$ cat config.mk
export PLATFORM = sky130hd
export DESIGN_NAME = ch4_top
export DESIGN_NICKNAME = d
export VERILOG_FILES = /design/src/ch4_pkg.sv /design/src/ch4_top.sv /design/src/ch4_noise.sv /design/src/ch4_envelope.sv /design/src/ch4_length.sv /design/src/ch4_regs.sv
export VERILOG_INCLUDE_DIRS = /design/src /design/src/src
export SDC_FILE = /design/constraint.sdc
export NUM_CORES = 1
export LEC_CHECK = 0
export ABC_AREA = 1
export BUFFER_PORTS_ARGS = -buffer_cell sky130_fd_sc_hd__clkbuf_2
export CAP_MARGIN = 5
export CORE_UTILIZATION = 50
export DETAILED_ROUTE_END_ITERATION = 8
export HOLD_SLACK_MARGIN = 0.05
export PLACE_DENSITY_LB_ADDON = 0.25
export RECOVER_POWER = 50
export SLEW_MARGIN = 10
export SYNTH_ARGS = -nofsm -noshare
export SYNTH_HDL_FRONTEND = slang
export SYNTH_SLANG_ARGS = --single-unit
$ cat constraint.sdc
create_clock -name clk -period 4.1 [get_ports clk]
set_clock_uncertainty 0.15 [all_clocks]
set_input_delay 0 -clock clk [delete_from_list [all_inputs] [get_ports clk]]
set_output_delay 0 -clock clk [all_outputs]
set_load 0.02 [all_outputs]
$ cat src/ch4_settings.svh
`ifndef CH4_SETTINGS_SVH
`define CH4_SETTINGS_SVH

// cpu data bus width
`define CH4_DATA_W 8

// length load field, counter is one bit wider to hold 64
`define CH4_LEN_W 6

// full noise shift register width
`define CH4_LFSR_W 15

// extra feedback entry point in 7-bit mode
`define CH4_LFSR_SHORT_TAP 6

`endif
$ cat src/ch4_pkg.sv
`include "ch4_settings.svh"

package ch4_pkg;

	// register offsets from ff20
	typedef enum logic [1:0] {
		NR41 = 2'd0, // ff20 length load
		NR42 = 2'd1, // ff21 envelope
		NR43 = 2'd2, // ff22 polynomial counter
		NR44 = 2'd3  // ff23 control
	} ch4_reg_e;

	typedef enum logic {
		ENV_DOWN = 1'b0,
		ENV_UP   = 1'b1
	} env_dir_e;

	// one cpu access, strobes last a single cycle
	typedef struct packed {
		logic                   wr;
		logic                   rd;
		ch4_reg_e               addr;
		logic [`CH4_DATA_W-1:0] wdata;
	} ch4_bus_t;

	// ff21 in bit order 7..0
	typedef struct packed {
		logic [3:0] init_vol;
		env_dir_e   dir;
		logic [2:0] period;
	} ch4_env_cfg_t;

	// ff22 in bit order 7..0
	typedef struct packed {
		logic [3:0] shift;
		logic       short_mode;
		logic [2:0] div_code;
	} ch4_poly_cfg_t;

endpackage

$ cat src/ch4_top.sv
`include "ch4_settings.svh"

module ch4_top
	import ch4_pkg::*;
(
	input  logic                   clk,
	input  logic                   reset,
	input  ch4_bus_t               bus,
	input  logic                   len_tick,
	input  logic                   env_tick,
	input  logic                   div_tick,
	output logic [`CH4_DATA_W-1:0] rdata,
	output logic [3:0]             sample,
	output logic                   active
);

	ch4_env_cfg_t          env_cfg;
	ch4_poly_cfg_t         poly_cfg;
	logic                  len_en;
	logic                  len_load;
	logic [`CH4_LEN_W-1:0] len_data;
	logic                  trigger;
	logic                  dac_on;
	logic [3:0]            volume;
	logic                  noise_bit;

	ch4_regs ch4_regs_inst (
		.clk      (clk),
		.reset    (reset),
		.bus      (bus),
		.rdata    (rdata),
		.env_cfg  (env_cfg),
		.poly_cfg (poly_cfg),
		.len_en   (len_en),
		.len_load (len_load),
		.len_data (len_data),
		.trigger  (trigger),
		.dac_on   (dac_on)
	);

	ch4_length ch4_length_inst (
		.clk      (clk),
		.reset    (reset),
		.len_tick (len_tick),
		.len_en   (len_en),
		.len_load (len_load),
		.len_data (len_data),
		.trigger  (trigger),
		.dac_on   (dac_on),
		.active   (active)
	);

	ch4_envelope ch4_envelope_inst (
		.clk      (clk),
		.reset    (reset),
		.env_tick (env_tick),
		.trigger  (trigger),
		.env_cfg  (env_cfg),
		.volume   (volume)
	);

	ch4_noise ch4_noise_inst (
		.clk       (clk),
		.reset     (reset),
		.div_tick  (div_tick),
		.trigger   (trigger),
		.poly_cfg  (poly_cfg),
		.noise_bit (noise_bit)
	);

	// silent unless the channel runs and the noise bit is high
	assign sample = (active && noise_bit) ? volume : 4'd0;

endmodule

$ cat src/ch4_noise.sv
`include "ch4_settings.svh"

module ch4_noise
	import ch4_pkg::*;
(
	input  logic          clk,
	input  logic          reset,
	input  logic          div_tick,
	input  logic          trigger,
	input  ch4_poly_cfg_t poly_cfg,
	output logic          noise_bit
);

	localparam int LW    = `CH4_LFSR_W;
	localparam int DIV_W = 7 + 15; // largest base 112, largest shift 15

	logic [LW-1:0]    lfsr;
	logic [LW-1:0]    lfsr_next;
	logic             feedback;
	logic [DIV_W-1:0] div_cnt;
	logic [DIV_W-1:0] reload;

	// divisor table 8,16,32..112 then shifted
	function automatic logic [DIV_W-1:0] div_period(
		input logic [2:0] code,
		input logic [3:0] shift
	);
		logic [6:0] base;
		base = (code == 3'd0) ? 7'd8 : {code, 4'b0000};
		return DIV_W'(base) << shift;
	endfunction

	assign reload = div_period(poly_cfg.div_code, poly_cfg.shift);

	always_comb begin
		feedback  = lfsr[0] ^ lfsr[1];
		lfsr_next = {feedback, lfsr[LW-1:1]};
		if (poly_cfg.short_mode) begin
			lfsr_next[`CH4_LFSR_SHORT_TAP] = feedback; // 7-bit loop
		end
	end

	always_ff @(posedge clk) begin
		if (reset) begin
			lfsr    <= '1;
			div_cnt <= '0;
		end else if (trigger) begin
			lfsr    <= '1;
			div_cnt <= reload;
		end else if (div_tick) begin
			if (div_cnt <= DIV_W'(1)) begin
				lfsr    <= lfsr_next; // shift on expiry
				div_cnt <= reload;
			end else begin
				div_cnt <= div_cnt - 1'b1;
			end
		end
	end

	assign noise_bit = ~lfsr[0];

	// all-zero is a dead state, the output would stick high
	a_lfsr_live: assert property (
		@(posedge clk) disable iff (reset)
		lfsr != '0
	) else $error("ch4_noise: lfsr reached all zero");

endmodule

$ cat src/ch4_envelope.sv
module ch4_envelope
	import ch4_pkg::*;
(
	input  logic         clk,
	input  logic         reset,
	input  logic         env_tick,
	input  logic         trigger,
	input  ch4_env_cfg_t env_cfg,
	output logic [3:0]   volume
);

	logic [2:0] timer;
	logic [3:0] vol_next;
	logic       step_en;
	logic       timer_done;

	// saturating one-step move in the configured direction
	always_comb begin
		vol_next = volume;
		if (env_cfg.dir == ENV_UP) begin
			if (volume != 4'hf) begin
				vol_next = volume + 4'd1;
			end
		end else begin
			if (volume != 4'h0) begin
				vol_next = volume - 4'd1;
			end
		end
	end

	assign step_en    = env_tick && (env_cfg.period != 3'd0); // period 0 freezes
	assign timer_done = (timer <= 3'd1);

	always_ff @(posedge clk) begin
		if (reset) begin
			volume <= 4'd0;
			timer  <= 3'd0;
		end else if (trigger) begin
			volume <= env_cfg.init_vol;
			timer  <= env_cfg.period;
		end else if (step_en) begin
			if (timer_done) begin
				timer  <= env_cfg.period; // reload and step
				volume <= vol_next;
			end else begin
				timer <= timer - 3'd1;
			end
		end
	end

	// only a trigger may jump between the ends of the range
	a_no_wrap_up: assert property (
		@(posedge clk) disable iff (reset)
		(!trigger && (volume == 4'hf)) |=> (volume != 4'h0)
	) else $error("ch4_envelope: volume wrapped 15 to 0");

	a_no_wrap_down: assert property (
		@(posedge clk) disable iff (reset)
		(!trigger && (volume == 4'h0)) |=> (volume != 4'hf)
	) else $error("ch4_envelope: volume wrapped 0 to 15");

endmodule

$ cat src/ch4_length.sv
`include "ch4_settings.svh"

module ch4_length (
	input  logic                  clk,
	input  logic                  reset,
	input  logic                  len_tick,
	input  logic                  len_en,
	input  logic                  len_load,
	input  logic [`CH4_LEN_W-1:0] len_data,
	input  logic                  trigger,
	input  logic                  dac_on,
	output logic                  active
);

	localparam int CNT_W = `CH4_LEN_W + 1;
	localparam logic [CNT_W-1:0] FULL = CNT_W'(1 << `CH4_LEN_W); // 64

	logic [CNT_W-1:0] remaining; // ticks left before expiry
	logic             count_en;

	assign count_en = len_tick && len_en && (remaining != '0);

	always_ff @(posedge clk) begin
		if (reset) begin
			remaining <= '0;
		end else if (len_load) begin
			remaining <= FULL - {1'b0, len_data};
		end else if (trigger) begin
			if (remaining == '0) begin
				remaining <= FULL; // expired counter restarts full
			end
		end else if (count_en) begin
			remaining <= remaining - 1'b1;
		end
	end

	always_ff @(posedge clk) begin
		if (reset) begin
			active <= 1'b0;
		end else if (!dac_on) begin
			active <= 1'b0; // dac off kills the channel
		end else if (trigger) begin
			active <= 1'b1;
		end else if (count_en && (remaining == CNT_W'(1))) begin
			active <= 1'b0; // last tick, falls with the count
		end
	end

	// a running channel always has length ticks left
	a_active_left: assert property (
		@(posedge clk) disable iff (reset)
		active |-> (remaining != '0)
	) else $error("ch4_length: active with an expired counter");

endmodule

$ cat src/ch4_regs.sv
`include "ch4_settings.svh"

module ch4_regs
	import ch4_pkg::*;
(
	input  logic                   clk,
	input  logic                   reset,
	input  ch4_bus_t               bus,
	output logic [`CH4_DATA_W-1:0] rdata,
	output ch4_env_cfg_t           env_cfg,
	output ch4_poly_cfg_t          poly_cfg,
	output logic                   len_en,
	output logic                   len_load,
	output logic [`CH4_LEN_W-1:0]  len_data,
	output logic                   trigger,
	output logic                   dac_on
);

	localparam int DW = `CH4_DATA_W;

	logic wr_nr41;
	logic wr_nr42;
	logic wr_nr43;
	logic wr_nr44;

	assign wr_nr41 = bus.wr && (bus.addr == NR41);
	assign wr_nr42 = bus.wr && (bus.addr == NR42);
	assign wr_nr43 = bus.wr && (bus.addr == NR43);
	assign wr_nr44 = bus.wr && (bus.addr == NR44);

	// stored fields
	always_ff @(posedge clk) begin
		if (reset) begin
			env_cfg  <= '0;
			poly_cfg <= '0;
			len_en   <= 1'b0;
		end else begin
			if (wr_nr42) begin
				env_cfg <= ch4_env_cfg_t'(bus.wdata);
			end
			if (wr_nr43) begin
				poly_cfg <= ch4_poly_cfg_t'(bus.wdata);
			end
			if (wr_nr44) begin
				len_en <= bus.wdata[6]; // length enable level
			end
		end
	end

	// write pulses, high for the cycle after the write edge
	always_ff @(posedge clk) begin
		if (reset) begin
			len_load <= 1'b0;
			trigger  <= 1'b0;
		end else begin
			len_load <= wr_nr41;
			trigger  <= wr_nr44 && bus.wdata[7]; // bit 7 is never stored
		end
	end

	// length value rides along with len_load
	always_ff @(posedge clk) begin
		if (wr_nr41) begin
			len_data <= bus.wdata[`CH4_LEN_W-1:0];
		end
	end

	// volume or direction nonzero keeps the dac powered
	assign dac_on = (env_cfg.init_vol != 4'd0) || (env_cfg.dir == ENV_UP);

	// read-back, unreadable bits float high
	always_comb begin
		rdata = '1;
		if (bus.rd) begin
			case (bus.addr)
				NR41: rdata = '1; // write only
				NR42: rdata = DW'(env_cfg);
				NR43: rdata = DW'(poly_cfg);
				NR44: begin
					rdata    = '1;
					rdata[6] = len_en; // only readable bit
				end
				default: rdata = '1;
			endcase
		end
	end

	// the cpu side never issues a read and a write in the same cycle
	a_no_wr_rd: assert property (
		@(posedge clk) disable iff (reset)
		!(bus.wr && bus.rd)
	) else $error("ch4_regs: wr and rd high together");

endmodule

==> summary by stage, run 1 <==
Run status
The flow ran to the end, and the final reports show no timing, DRC or antenna violations.

Detailed routing
The routed layout has 4596 vias. In this run the remaining antenna-violating nets after routing total 0. After detailed routing, the number of vias per cell comes to 5.46. The number of search-and-repair iterations in the first detailed-routing pass is 5.

The detailed router finished its first iteration with 447 violations. The final layout contains routed wiring with a total length of 11.7 mm. The number of remaining DRC errors is 0. The final routed wire length divided by cell count is 14.0 µm.

Critical path
The startpoint type of the worst setup path is a register. STA puts the critical path data arrival time at 2.89 ns. The type of the worst setup path is reg -> reg. The dominant delay contributor by cell family on the critical path is simple AND/OR/NAND/NOR gates. The data required time of the critical path is 4.22 ns. The number of buffers and inverters on the critical path is 2. The endpoint kind of the worst setup timing path is a register. In this run the worst path has a maximum fanout of 22. The peak per-stage delay on the critical path is 0.75 ns. The signal on the critical path passes through inv_1, ha_1, inv_1, nand2_1, nand2_1, nor2_1, nand4_1, nand2_2, o21ai_1, a21oi_1. The critical path crosses 10 cells after its start point. The number of cell instances on the worst register-to-register path is 10. The cell type of the slowest stage on the worst timing path is nand4_1.

STA
The minimum period implied by the final worst setup slack is 2.77 ns. The final critical path takes up 67.5% of the cycle. For the final routed database, the setup TNS stands at 0 ns. Setup slack closes at 1.33 ns. Headroom to the max-slew limit came out at 22.1%.

The number of max-slew violations in the final report came to 0. The number of endpoints with negative hold slack in the final report is 0. Setup violations remaining at the end of the flow were counted as 0. For this run, the top clock speed supported by timing is 0.361 GHz.

Setup repair after global routing left no endpoint under its margin. The transition at the pin with the smallest max-transition slack is 1.16 ns.

Cells and area
The share of the core filled with cells in the final layout is 58.5%. Of the cells placed in the final design, the portion with a size suffix greater than 1 is 7.50%. The antenna diode count is 0. In the final design database the tool counted 755 nets. The most frequent standard cell in the layout excluding fill and tap cells is nand2_1. The top cell types in the final layout, fill and taps aside, are nand2_1, nor2_1, inv_1. From synthesis to final layout, the design area changed by 12.3%. Summing all non-filler instances in the final layout gives an area of 5150 µm². The final cell count without fillers is 841.

Job
Across the run, the number of max-cap violations was 0.

Power
In this run, the combinational gates consume 43.2% of the power. The reported net switching power is 1.27 mW. The worst voltage drop across the vdd grid is 321 µV.

Power spread over the standard cell area amounts to 585 nW/µm². Sequential cells account for 33.6% of the total power. The analysis attributes to cell leakage a power of 2.32 nW.

The cell internal power dissipation is 1.75 mW. The clock group share of total power is 23.2%. The switching share of total power is 42.0%.

Synth
The count of yosys warnings during synthesis is 0. The post-synthesis register bit count is 77. Synthesis produced a netlist with a net count of 714. The share of synthesized registers carrying an async set or reset is 0%.

The average instance area after synthesis is 6.68 µm². The post-synthesis instance area is 4590 µm². After synthesis, the largest area contributor takes up 31.0% of total cell area. The post-synthesis cell type count is 42. By area the synthesized netlist is led by dfxtp_1, nand2_1, nor2_1. The fraction of the yosys area taken by sequential cells is 34.9%.

The number of standard cells after synthesis is 687. Yosys mapped a number of flops with a built-in enable equal to 6. Of all cell types, the one taking the most synthesized area is dfxtp_1. The flip-flop cell with the highest count after synthesis is dfxtp_1.

Global routing
The number of global-route vias before repair is 4687. The first global-routing pass estimated 20.8 mm of wire. Entering global routing, the biggest net connects 38 pins. The initial antenna violation count was 0. The overall global routing resource usage is 26.8%. For this run the aggregate overflow at the end of global routing stands at 0.

Clocking
CTS saw 77 sinks. Counting the buffers created by CTS gives 9. TritonCTS built the clock tree. After clock tree synthesis, the clock-pin slew on the worst setup and hold paths is 0.08 ns. The number of H-tree branching levels is 3. The number of instances resized during post-cts repair is 0. For the worst-skew pair, the clock arrives at the later sink with an insertion delay of 0.35 ns. The clock passes through at most 2 buffers. Clock tree synthesis selected as its root buffer the cell clkbuf_8.

Die
The die is 97.8 µm tall. The initial utilization of the core area, before any placement, comes to 52.1%. The count of boundary I/O pins is 30.

The area of the die is 9570 µm². After floorplanning, the core was divided into 34 placement rows. After floorplanning, the core was sized to cover 8810 µm². From left edge to right edge, the die measures 97.8 µm.

Placement
Port buffering added 29 buffers. The post-DP HPWL is 8.27 mm. Before CTS, the worst setup slack after placement is 1.94 ns. The final weighted congestion of routability-driven global placement is 0.888. The placed cell area is 4770 µm². Once placement completed, the tool counted placed cells totaling 804.

Hold path
The type of the tightest min-delay check is in -> out. The count of cells along the worst hold path is 3.
## per-layer routing
layer	part of all wire, %	GRT usage [%]	vias to the layer above
met3	6.3	4.87	37
met4	3.1	13.2	0
met1	44	33.5	2057
met2	46	44.7	173
met5	0	0	-
li1	-	-	2329
## worst min-delay path, delay by kind of cell
family        cells  cell delay, ns
simple gates      1            0.07
buf+inv           2            0.37
## cell usage after synthesis, types with 2 or more instances
master    number
nand2_1      159
inv_1         76
o22ai_1       11
nand3_2        2
clkinv_1       2
nand2_4        2
o211ai_1      14
nor2_1        97
nor2_2         8
dfxtp_1       71
o21ai_0       53
o211ai_2       3
clkbuf_1      11
nor2_4         2
xor2_1         6
nand3_1       53
nand3_4        2
buf_2          6
xnor2_1        6
nor2_8         2
ha_1           9
a21oi_2        2
o31ai_1        2
o21ai_1        4
nor3_1         4
a21oi_1       45
inv_2          5
nand2_2        5
edfxtp_1       6
buf_6          2
nand4_1        6
## cell type report
type / instances / area, µm²
multi-input cells: 505 / 2520
fillers: 838 / 3650
well taps: 108 / 135
repair buffers: 51 / 337
inverters: 84 / 318
clock inverters: 4 / 77.6
flip-flops and latches: 77 / 1600
clock buffers: 12 / 166
## sequential cells by signal, indices dropped and copies added (netlist names), 3 cells and up
| signal | flops |
|---|---|
| ch4_noise_inst.div_cnt | 22 |
| ch4_noise_inst.lfsr | 15 |
| ch4_regs_inst.env_cfg | 8 |
| ch4_regs_inst.poly_cfg | 8 |
| ch4_length_inst.remaining | 7 |
| ch4_regs_inst.len_data | 6 |
| ch4_envelope_inst.volume | 4 |
| ch4_envelope_inst.timer | 3 |
## path summary, 6_finish.rpt
path | start | to | slack (ns)
worst max register to register | ch4_noise_inst.div_cnt[0]$_SDFFE_PP0P_ | ch4_noise_inst.div_cnt[11]$_SDFFE_PP0P_ | 1.33
worst max-delay path | ch4_noise_inst.div_cnt[0]$_SDFFE_PP0P_ | ch4_noise_inst.div_cnt[11]$_SDFFE_PP0P_ | 1.33
worst min register to register | ch4_envelope_inst.timer[2]$_SDFFE_PP0N_ | ch4_envelope_inst.timer[2]$_SDFFE_PP0N_ | 0.33
worst min-delay path | bus[10] | rdata[7] | 0.29
## cell families (layout without fill, tap and decap cells)
family,Yosys count,in the layout,share of synthesized area [%]
simple gates,346,346,33.7
compound gates,136,136,16.8
flops,77,77,34.9
xor+xnor,12,12,2.29
buf+inv,105,151,9.21
mux,1,1,0.218
fa+ha+maj,10,10,2.89
## what timing repair did
action	in CTS	in global routing
setup buffers	0	0
hold endpoints to repair	48	0
hold buffers	21	0
## stage by stage
stage | hold slack, ns | power (mW)
2_1_floorplan | -0.0511 | 2.08
3_3_place_gp | 0.0769 | 2.31
3_5_place_dp | 0.0805 | 2.35
4_1_cts | 0.264 | 3.05
5_1_grt | 0.306 | 3.28
6_report | 0.293 | 3.01
## power groups by stage
stage          Sequential (mW)  Clock [mW]  Combinational [mW]
6_report                  1.01       0.699                1.30
5_1_grt                   1.03       0.735                1.51
4_1_cts                   1.01       0.698                1.34
3_5_place_dp              1.03           0                1.32
3_3_place_gp              1.02           0                1.29
2_1_floorplan            0.989           0                1.10
No activity file was read; power rests on OpenSTA's default activity.
==> run 2, diff against run 1 <==
ABC_AREA = 0   (was 1)
clock period = 2.7 ns   (was 4.1 ns; I/O delays follow)
==> run 2 against run 1 <==
  * Power rose by 58%
  * Wire length fell by 5.1%
  * Non-clock buffer count rose by 7
  * Fmax rose by 12%
  * Count of clock-buffer cells in the layout rose by 3
  * Clock power rose by 30%
  * Die area fell by 4.3%
  * Final cell count fell by 17%
  * Worst hold slack got worse by 0.20 ns
  * Highest routed layer unchanged
==> summary by stage, run 2 <==
Cells and area
The number of filler cells placed in the layout is 749. The register with the most flip-flops in the layout has 22 of them. The proportion of layout cells with a drive suffix above 1 is 10.5%. At the end of the flow, the number of nets in the layout was 614. Leaving out fill and tap cells, the most frequent cells in the layout are dfxtp_1, nor2_1, nand2_1. The final cell count without fillers is 697. The area added between synthesis and finish is 12.8%.

Leaving out fill and tap cells, the most frequent cell in the layout is dfxtp_1. In the final layout, the registers with the most flip-flops are ch4_noise_inst.div_cnt x22, ch4_noise_inst.lfsr x15. The antenna diode count is 0.

The register name with the most flops is ch4_noise_inst.div_cnt. The final standard cell area without fillers is 4950 µm².

Critical path
STA puts the critical path data required time at 2.83 ns. STA classifies the critical path startpoint as a register. The data arrival time of the critical path is 2.61 ns. The worst register-to-register path has a setup slack of 0.22 ns. The top fanout value on the critical path is 5. The endpoint kind of the worst setup timing path is a register. The type of the worst setup path is reg -> reg.

Synth
The count of yosys warnings during synthesis is 0. The post-synthesis net count is 580. In this run the cell area of the synthesized design comes to 4390 µm². The largest area contributor in the netlist is dfxtp_1. The netlist uses 66 different library cells. The proportion of netlist area held by the largest area contributor is 32.4%. In this run, synthesis inferred 6 flip-flops with an integrated enable. Synthesis inferred 77 register bits.

The cell with the most instances after synthesis is dfxtp_1. The flip-flop cell with the highest count after synthesis is dfxtp_1. The number of standard cells after synthesis is 553. Yosys attributes the largest share of cell area to dfxtp_1, nor2_1, mux2i_1. Ranked by instance count, the synthesized netlist is headed by dfxtp_1, nor2_1, nand2_1. For this run, asynchronously set or reset flops after synthesis account for 0%. After synthesis, flip-flops and latches occupy 36.5% of the total area. The average instance area after synthesis is 7.93 µm².

Placement
The final weighted congestion of routability-driven global placement is 0.909. The count of buffers added on input and output ports is 29. Including well taps, the total number of placed cells is 667. Detailed placement finished with a half-perimeter wire length of 7.59 mm.

Summing all placed instances gives a cell area of 4630 µm².

Global routing
The global-route wire length before repair is 18.7 mm. The largest net degree at the start of global routing is 41. The initial antenna violation count is 0. The overall global routing resource usage is 26.2%. For this run the aggregate overflow at the end of global routing stands at 0. The number of global-route vias before repair is 3855.

Die
The floorplan step set the die height to 95.7 µm. The count of boundary I/O pins is 30. The initial core utilization is 52.6%. Measured along the x axis, the die boundary spans 95.7 µm. The floorplan has 33 rows. The floorplan step defined a die boundary enclosing 9150 µm². The core footprint is 8340 µm².

Detailed routing
The ratio of routed vias to standard cells is 6.07. The routed layout has 4229 vias. Summed over all layers, the routed wires come to 11.1 mm. The first routing iteration left 324 violations. The number of search-and-repair iterations in the first detailed-routing pass is 5. The detail route stage leaves a number of antenna-violating nets equal to 0. The number of remaining DRC errors is 0. After detailed routing, the average wire length per cell comes to 16.0 µm.

Clocking
For this design, the CTS-stage hold fixing added 14 buffers. The CTS tree is done. The clock passes through at most 2 buffers. Clock-pin slew was measured on the worst setup and hold paths at 0.08 ns. The CTS buffer count is 9. The number of H-tree branching levels is 3. The clock sink total is 77. The number of instances resized during post-cts repair is 0.

The tree is rooted in a clkbuf_8. Buffers added to address setup during post-CTS repair amount to 0. The clock network latency to the later pin of the worst-skew pair is 0.35 ns.

Run status
The flow ran to the end, and the final reports show no timing, DRC or antenna violations.

STA
Summed over all failing endpoints, the final setup total negative slack is 0 ns. The share of the clock period used by the worst path after layout is 91.9%. Setup repair after global routing left no endpoint under its margin. Static timing analysis puts the maximum clock frequency at 0.403 GHz. Hold is met by 0.0903 ns.

The number of endpoints with negative hold slack in the final report was 0. The worst slew slack as a fraction of its limit is 38.1%. At the pin with the least slew margin, the transition time is 0.928 ns. The total setup violations reported at the end of the flow is 0. The worst path in the final design needs a cycle of 2.48 ns, including I/O delays and setup. The number of max-slew violations in the final report is 0.

Job
Max-cap violations in this run came to 0.

Power
The overall power after layout is 4.76 mW. The reported net switching power is 2.00 mW. Per report_power, the combinational group accounts for 48.2% of the total.

The switching share of total power is 42.0%. The cell internal power dissipation is 2.76 mW. The static leakage is 1.99 nW.

In this run the power density over the cells is 961 nW/µm². The clock group share of total power is 19.1%. Of the total power, registers draw 32.8%. The worst voltage drop across the vdd grid is 486 µV.

Hold path
The type of the tightest min-delay check is in -> reg.
run 2: changes by cell type after synthesis, moves of 23 or more:
cell,before,now
nor2_1,97,67
o21ai_0,53,30
nand2_1,159,64
mux2i_1,1,25
inv_1,76,16
run 2: cell families (layout without fill, tap and decap cells):
group                      after synthesis  count (layout)  share of synthesized area [%]
and+or+nand+nor                        261             261                           30.1
AOI/OAI and AO/OA                      114             114                           16.7
DFF                                     77              77                           36.5
buffers and inverters                   51              90                           4.68
muxes                                   30              30                           6.99
adders and majority gates               10              10                           3.02
xor gates and xnor gates                10              10                           2.00
run 2: path summary, 6_finish.rpt:
kind	from	endpoint	cells after the start
min reg2reg	ch4_noise_inst.lfsr[12]$_SDFFE_PP1P_	ch4_noise_inst.lfsr[11]$_SDFFE_PP1P_	2
max reg2reg	ch4_noise_inst.div_cnt[1]$_SDFFE_PP0P_	ch4_noise_inst.div_cnt[20]$_SDFFE_PP0P_	8
max	ch4_noise_inst.div_cnt[1]$_SDFFE_PP0P_	ch4_noise_inst.div_cnt[20]$_SDFFE_PP0P_	8
min	div_tick	ch4_noise_inst.div_cnt[3]$_SDFFE_PP0P_	3
run 2: cell type report:
cell class | count | area [µm²] | share of cell area (%)
multi-input cells | 425 | 2580 | 52.1
flip-flops and latches | 77 | 1600 | 32.4
repair buffers | 58 | 370 | 7.48
clock buffers | 15 | 176 | 3.56
well taps | 105 | 131 | 2.65
inverters | 16 | 60.1 | 1.21
clock inverters | 1 | 30.0 | 0.607
run 2: power by group through the flow:
| stage | clock network, mW | registers, mW | logic [mW] |
|---|---|---|---|
| global route | 0.962 | 1.59 | 2.55 |
| global placement | 0 | 1.57 | 2.20 |
| finish | 0.906 | 1.56 | 2.29 |
| floorplan | 0 | 1.50 | 1.77 |
| CTS | 0.928 | 1.55 | 2.26 |
| detailed placement | 0 | 1.58 | 2.22 |
run 2: layer usage:
| metal | GRT usage, % | wire [µm] | vias up |
|---|---|---|---|
| met3 | 4.23 | 682 | 21 |
| met4 | 9.70 | 220 | 0 |
| met1 | 35.9 | 5100 | 1977 |
| met2 | 41.4 | 5130 | 179 |
| li1 | - | - | 2052 |
| met5 | 0 | 0 | - |
run 2: worst max-delay path, stage by stage (launching register included):
cell and delay, ns:
dfxtp_1 0.36, inv_1 0.10, ha_1 0.19, or3b_2 0.53, nor3_4 0.24, nand2b_2 0.12
or4_1 0.49, o31ai_1 0.09, a32o_2 0.16
run 2: metrics by stage:
stage / setup slack (ns) / utilization, %
after floorplan: 0.473 / -
after detailed placement: 0.282 / 55.5
after global placement: 0.368 / 55.5
after CTS: 0.236 / 59.7
final: 0.218 / 59.3
after global routing: 0.115 / 59.3
==> run 3, diff against run 2 <==
SYNTH_HIERARCHICAL = 1   (was default)
==> run 3 against run 2 <==
  * Worst hold slack improved by 0.10 ns
  * Utilization increased by 0.35 points
  * Highest routed layer unchanged
  * Power increased by 8.2%
  * Largest power group unchanged
  * Final cell count increased by 2.9%
  * Clock power decreased by 2%
  * Die area increased by 6.7%
==> summary by stage, run 3 <==
Critical path
For this run, the slowest stage of the critical path takes 0.53 ns. The endpoint of the most critical register-to-register path is ch4_noise_inst/div_cnt[17]$_SDFFE_PP0P_. In this design, the largest share of critical-path delay is due to simple AND/OR/NAND/NOR gates.

The startpoint of the most critical register-to-register path is ch4_noise_inst/div_cnt[13]$_SDFFE_PP0P_. The signal on the critical path passes through or3_1, nor4_4, a21oi_2, or4_1, a31oi_1. Of all nets on the critical path, the largest fanout is 10. On the critical path, the stage with the largest delay is an instance of or4_1. The type of the worst setup path is reg -> reg.

The buffers plus inverters on the worst setup path is 0. The data arrival time of the critical path is 2.60 ns. The endpoint kind of the worst setup timing path is a register. The startpoint type of the worst setup path is a register. The worst register-to-register path has a setup slack of 0.23 ns. The number of cell instances on the worst register-to-register path is 5. Data on the critical path is required at its endpoint by 2.82 ns.

Synth
After synthesis, flip-flops and latches occupy 34.2% of the total area. By area, the combinational part of the netlist is dominated by simple AND/OR/NAND/NOR gates. In this run, synthesis inferred 6 flip-flops with an integrated enable. The post-synthesis net count is 587. Of the total synthesized cell area, the portion taken by XOR and XNOR cells is 1.68%. The mux contribution to synthesized area is 6.30%. The post-synthesis cell type count is 75.

Sorting the synthesized cells by area gives the leading types as dfxtp_1, mux2i_1, nand2_1. The count of yosys warnings during synthesis is 6. The arithmetic-cell share of the synthesized area counting full adders, half adders and majority gates is 3.10%. The top cell type by area accounts for 30.3% of the synthesized area.

Summing every instance area after synthesis gives 4690 µm². The complex-gate fraction of the synthesized area is 18.8%. The post-synthesis simple-gate area fraction is 31.5%. The average instance in the mapped netlist occupies 8.39 µm². The share of synthesized registers carrying an async set or reset is 0%. Counting instances in the post-synthesis netlist gives the leading cell types as dfxtp_1, nand2_1, nor2_1. Among all flip-flop cells after synthesis, the most frequent one is dfxtp_1. The cell with the most instances after synthesis is dfxtp_1.

Counting every instance in the synthesized netlist gives 559. The largest area contributor in the netlist is dfxtp_1. The post-synthesis register bit count is 77.

Cells and area
The finished cells cover 5310 µm². The total area of multi-input combinational cells is 2880 µm². In the final layout, the registers with the most flip-flops are ch4_noise_inst/div_cnt x22, ch4_noise_inst/lfsr x15.

The library cells used most frequently in the layout, excluding fill and tap cells, are dfxtp_1, nand2_1, nor2_1. The register with the most flip-flops in the layout has 22 of them. The area added between synthesis and finish is 13.2%. The register name with the most flops is ch4_noise_inst/div_cnt. The most frequent standard cell in the layout excluding fill and tap cells is dfxtp_1. The sequential cell area in the final layout is 1600 µm². The final layout contains 632 nets. The antenna diode count is 0.

The layout has 782 filler cells. The proportion of layout cells with a drive suffix above 1 is 12.0%.

Placement
The post-DP HPWL is 8.70 mm. The count of buffers added on input and output ports is 29. OpenSTA, run right after detailed placement, puts the worst setup slack at 0.134 ns. The placed cell area is 4960 µm².

The congestion estimate from routability-driven global placement came to 0.974.

Power
Total power for the finished layout comes to 5.15 mW. The static leakage is 2.00 nW. Across the VDD grid, the largest voltage drop is 605 µV. In this run the power density over the cells is 970 nW/µm².

STA
The total setup violations reported at the end of the flow is 0. The transition at the pin with the smallest max-transition slack is 0.858 ns. The number of max-slew violations in the final report is 0. In the post-route analysis, the smallest setup slack over all paths is 0.226 ns. The smallest clock period supported by the final layout is computed as 2.47 ns. Of the available clock period, the critical path in the final layout requires 91.6%. The worst slew slack as a fraction of its limit is 42.7%. The number of endpoints with negative hold slack in the final report is 0. For this run, the top clock speed supported by timing is 0.404 GHz. For the final routed database, the setup TNS stands at 0 ns. Setup repair after global routing left no endpoint under its margin.

Hold path
In this run the worst hold path is classified as in -> reg. The end of the worst hold path is ch4_envelope_inst/timer[1]$_SDFFE_PP0P_. The count of cells along the worst hold path is 4. The startpoint identified for the worst hold timing path is env_tick.

Die
The core footprint is 8890 µm². The chip width is 98.8 µm. The die covers 9770 µm².

The floorplan has 34 rows. Pin placement for this block handled 30 I/O pins. The die is 98.8 µm tall. Once the floorplan was initialized, standard cells occupied 52.7% of the core.

Global routing
The first global-routing pass estimated 20.7 mm of wire. The largest net degree at the start of global routing is 40. The number of global-route vias before repair is 4220. The initial antenna violation count came to 0. The overall global routing resource usage is 26.3%. The overall overflow remaining after global route is 0.

Detailed routing
The post-detailed-route count of antenna-violating nets is 0. The ratio of routed vias to standard cells is 6.24. The number of search-and-repair iterations in the first detailed-routing pass is 5. The detailed router finished its first iteration with 410 violations.

In the final routed layout, each cell accounts on average for 17.1 µm. The number of remaining DRC errors is 0. The total wire length is 12.3 mm. Across all layers, the routed design uses 4476 vias.

Run status
The run finished with clean final reports.

Clocking
The clock network latency to the later pin of the worst-skew pair is 0.35 ns. No sink is reached through more buffers than the 2 on the longest clock path. The clock sink total is 77. The clock-pin transition on the worst setup and hold timing paths is 0.08 ns. The number of H-tree branching levels is 3. In this run the clock root is driven by a clkbuf_8.

The CTS buffer count is 9. TritonCTS built the clock tree.

Job
The number of maximum-capacitance violations is 0.
[run 3: layout make-up]
| class | count | area share [%] |
|---|---|---|
| clock inverter | 7 | 1.41 |
| sequential | 77 | 30.2 |
| tap | 108 | 2.55 |
| clock buffer | 9 | 2.33 |
| inverter | 20 | 1.41 |
| timing repair buffer | 61 | 7.80 |
| multi-input combinational | 435 | 54.3 |
[run 3: tightest hold or removal path, delay by kind of cell]
kind	cells	cell delay, ns
AND/OR/NAND/NOR	1	0.29
AO/OA/AOI/OAI	2	0.28
buffers and inverters	1	0.08
[run 3: report_power, final]
group          internal (mW)  switching, mW  leakage (nW)
registers               1.41          0.255         0.634
clock network          0.430          0.457        0.0935
logic                   1.04           1.55          1.28
total                   2.89           2.26          2.00
[run 3: timing repair]
item / 4_1_cts / 5_1_grt
hold buffers: 17 / 0
gates resized for setup: 0 / 1
buffers inserted: 0 / 0
setup endpoints to repair: 0 / 2
endpoints found under the hold margin: 51 / 0
[run 3: logic make-up after synthesis]
| group | count (synthesis) |
|---|---|
| AO/OA/AOI/OAI | 127 |
| buffers and inverters | 47 |
| XOR/XNOR | 9 |
| multiplexers | 29 |
| flip-flops | 77 |
| adder cells (fa/ha/maj) | 11 |
| AND/OR/NAND/NOR | 259 |
[run 3: routing by layer]
| layer | vias up | global-route usage (%) | part of all wire (%) |
|---|---|---|---|
| met1 | 2105 | 36.5 | 45 |
| met4 | 0 | 9.64 | 2.3 |
| li1 | 2171 | - | - |
| met5 | - | 0 | 0 |
| met3 | 27 | 4.04 | 6.4 |
| met2 | 173 | 41.3 | 47 |
[run 3: worst max path at each step]
stage	from	endpoint	slack, ns	depth (start not counted)
6_report	ch4_noise_inst/div_cnt[13]$_SDFFE_PP0P_	ch4_noise_inst/div_cnt[17]$_SDFFE_PP0P_	0.23	5
5_1_grt	ch4_noise_inst/div_cnt[13]$_SDFFE_PP0P_	ch4_noise_inst/div_cnt[17]$_SDFFE_PP0P_	0.1	5
4_1_cts	ch4_noise_inst/div_cnt[0]$_SDFFE_PP0P_	ch4_noise_inst/div_cnt[8]$_SDFFE_PP0P_	0.11	6
3_5_place_dp	ch4_noise_inst/div_cnt[0]$_SDFFE_PP0P_	ch4_noise_inst/div_cnt[8]$_SDFFE_PP0P_	0.13	6
3_3_place_gp	ch4_noise_inst/div_cnt[0]$_SDFFE_PP0P_	ch4_noise_inst/div_cnt[8]$_SDFFE_PP0P_	0.20	6
2_1_floorplan	ch4_noise_inst/div_cnt[0]$_SDFFE_PP0P_	ch4_noise_inst/div_cnt[14]$_SDFFE_PP0P_	0.54	7
[run 3: per-stage QoR]
stage	cells	hold WS, ns	util [%]
2_1_floorplan	559	-0.0809	-
3_3_place_gp	684	0.0656	55.8
3_5_place_dp	684	0.0652	55.8
4_1_cts	717	0.116	60.0
5_1_grt	717	0.207	59.7
6_report	717	0.194	59.7
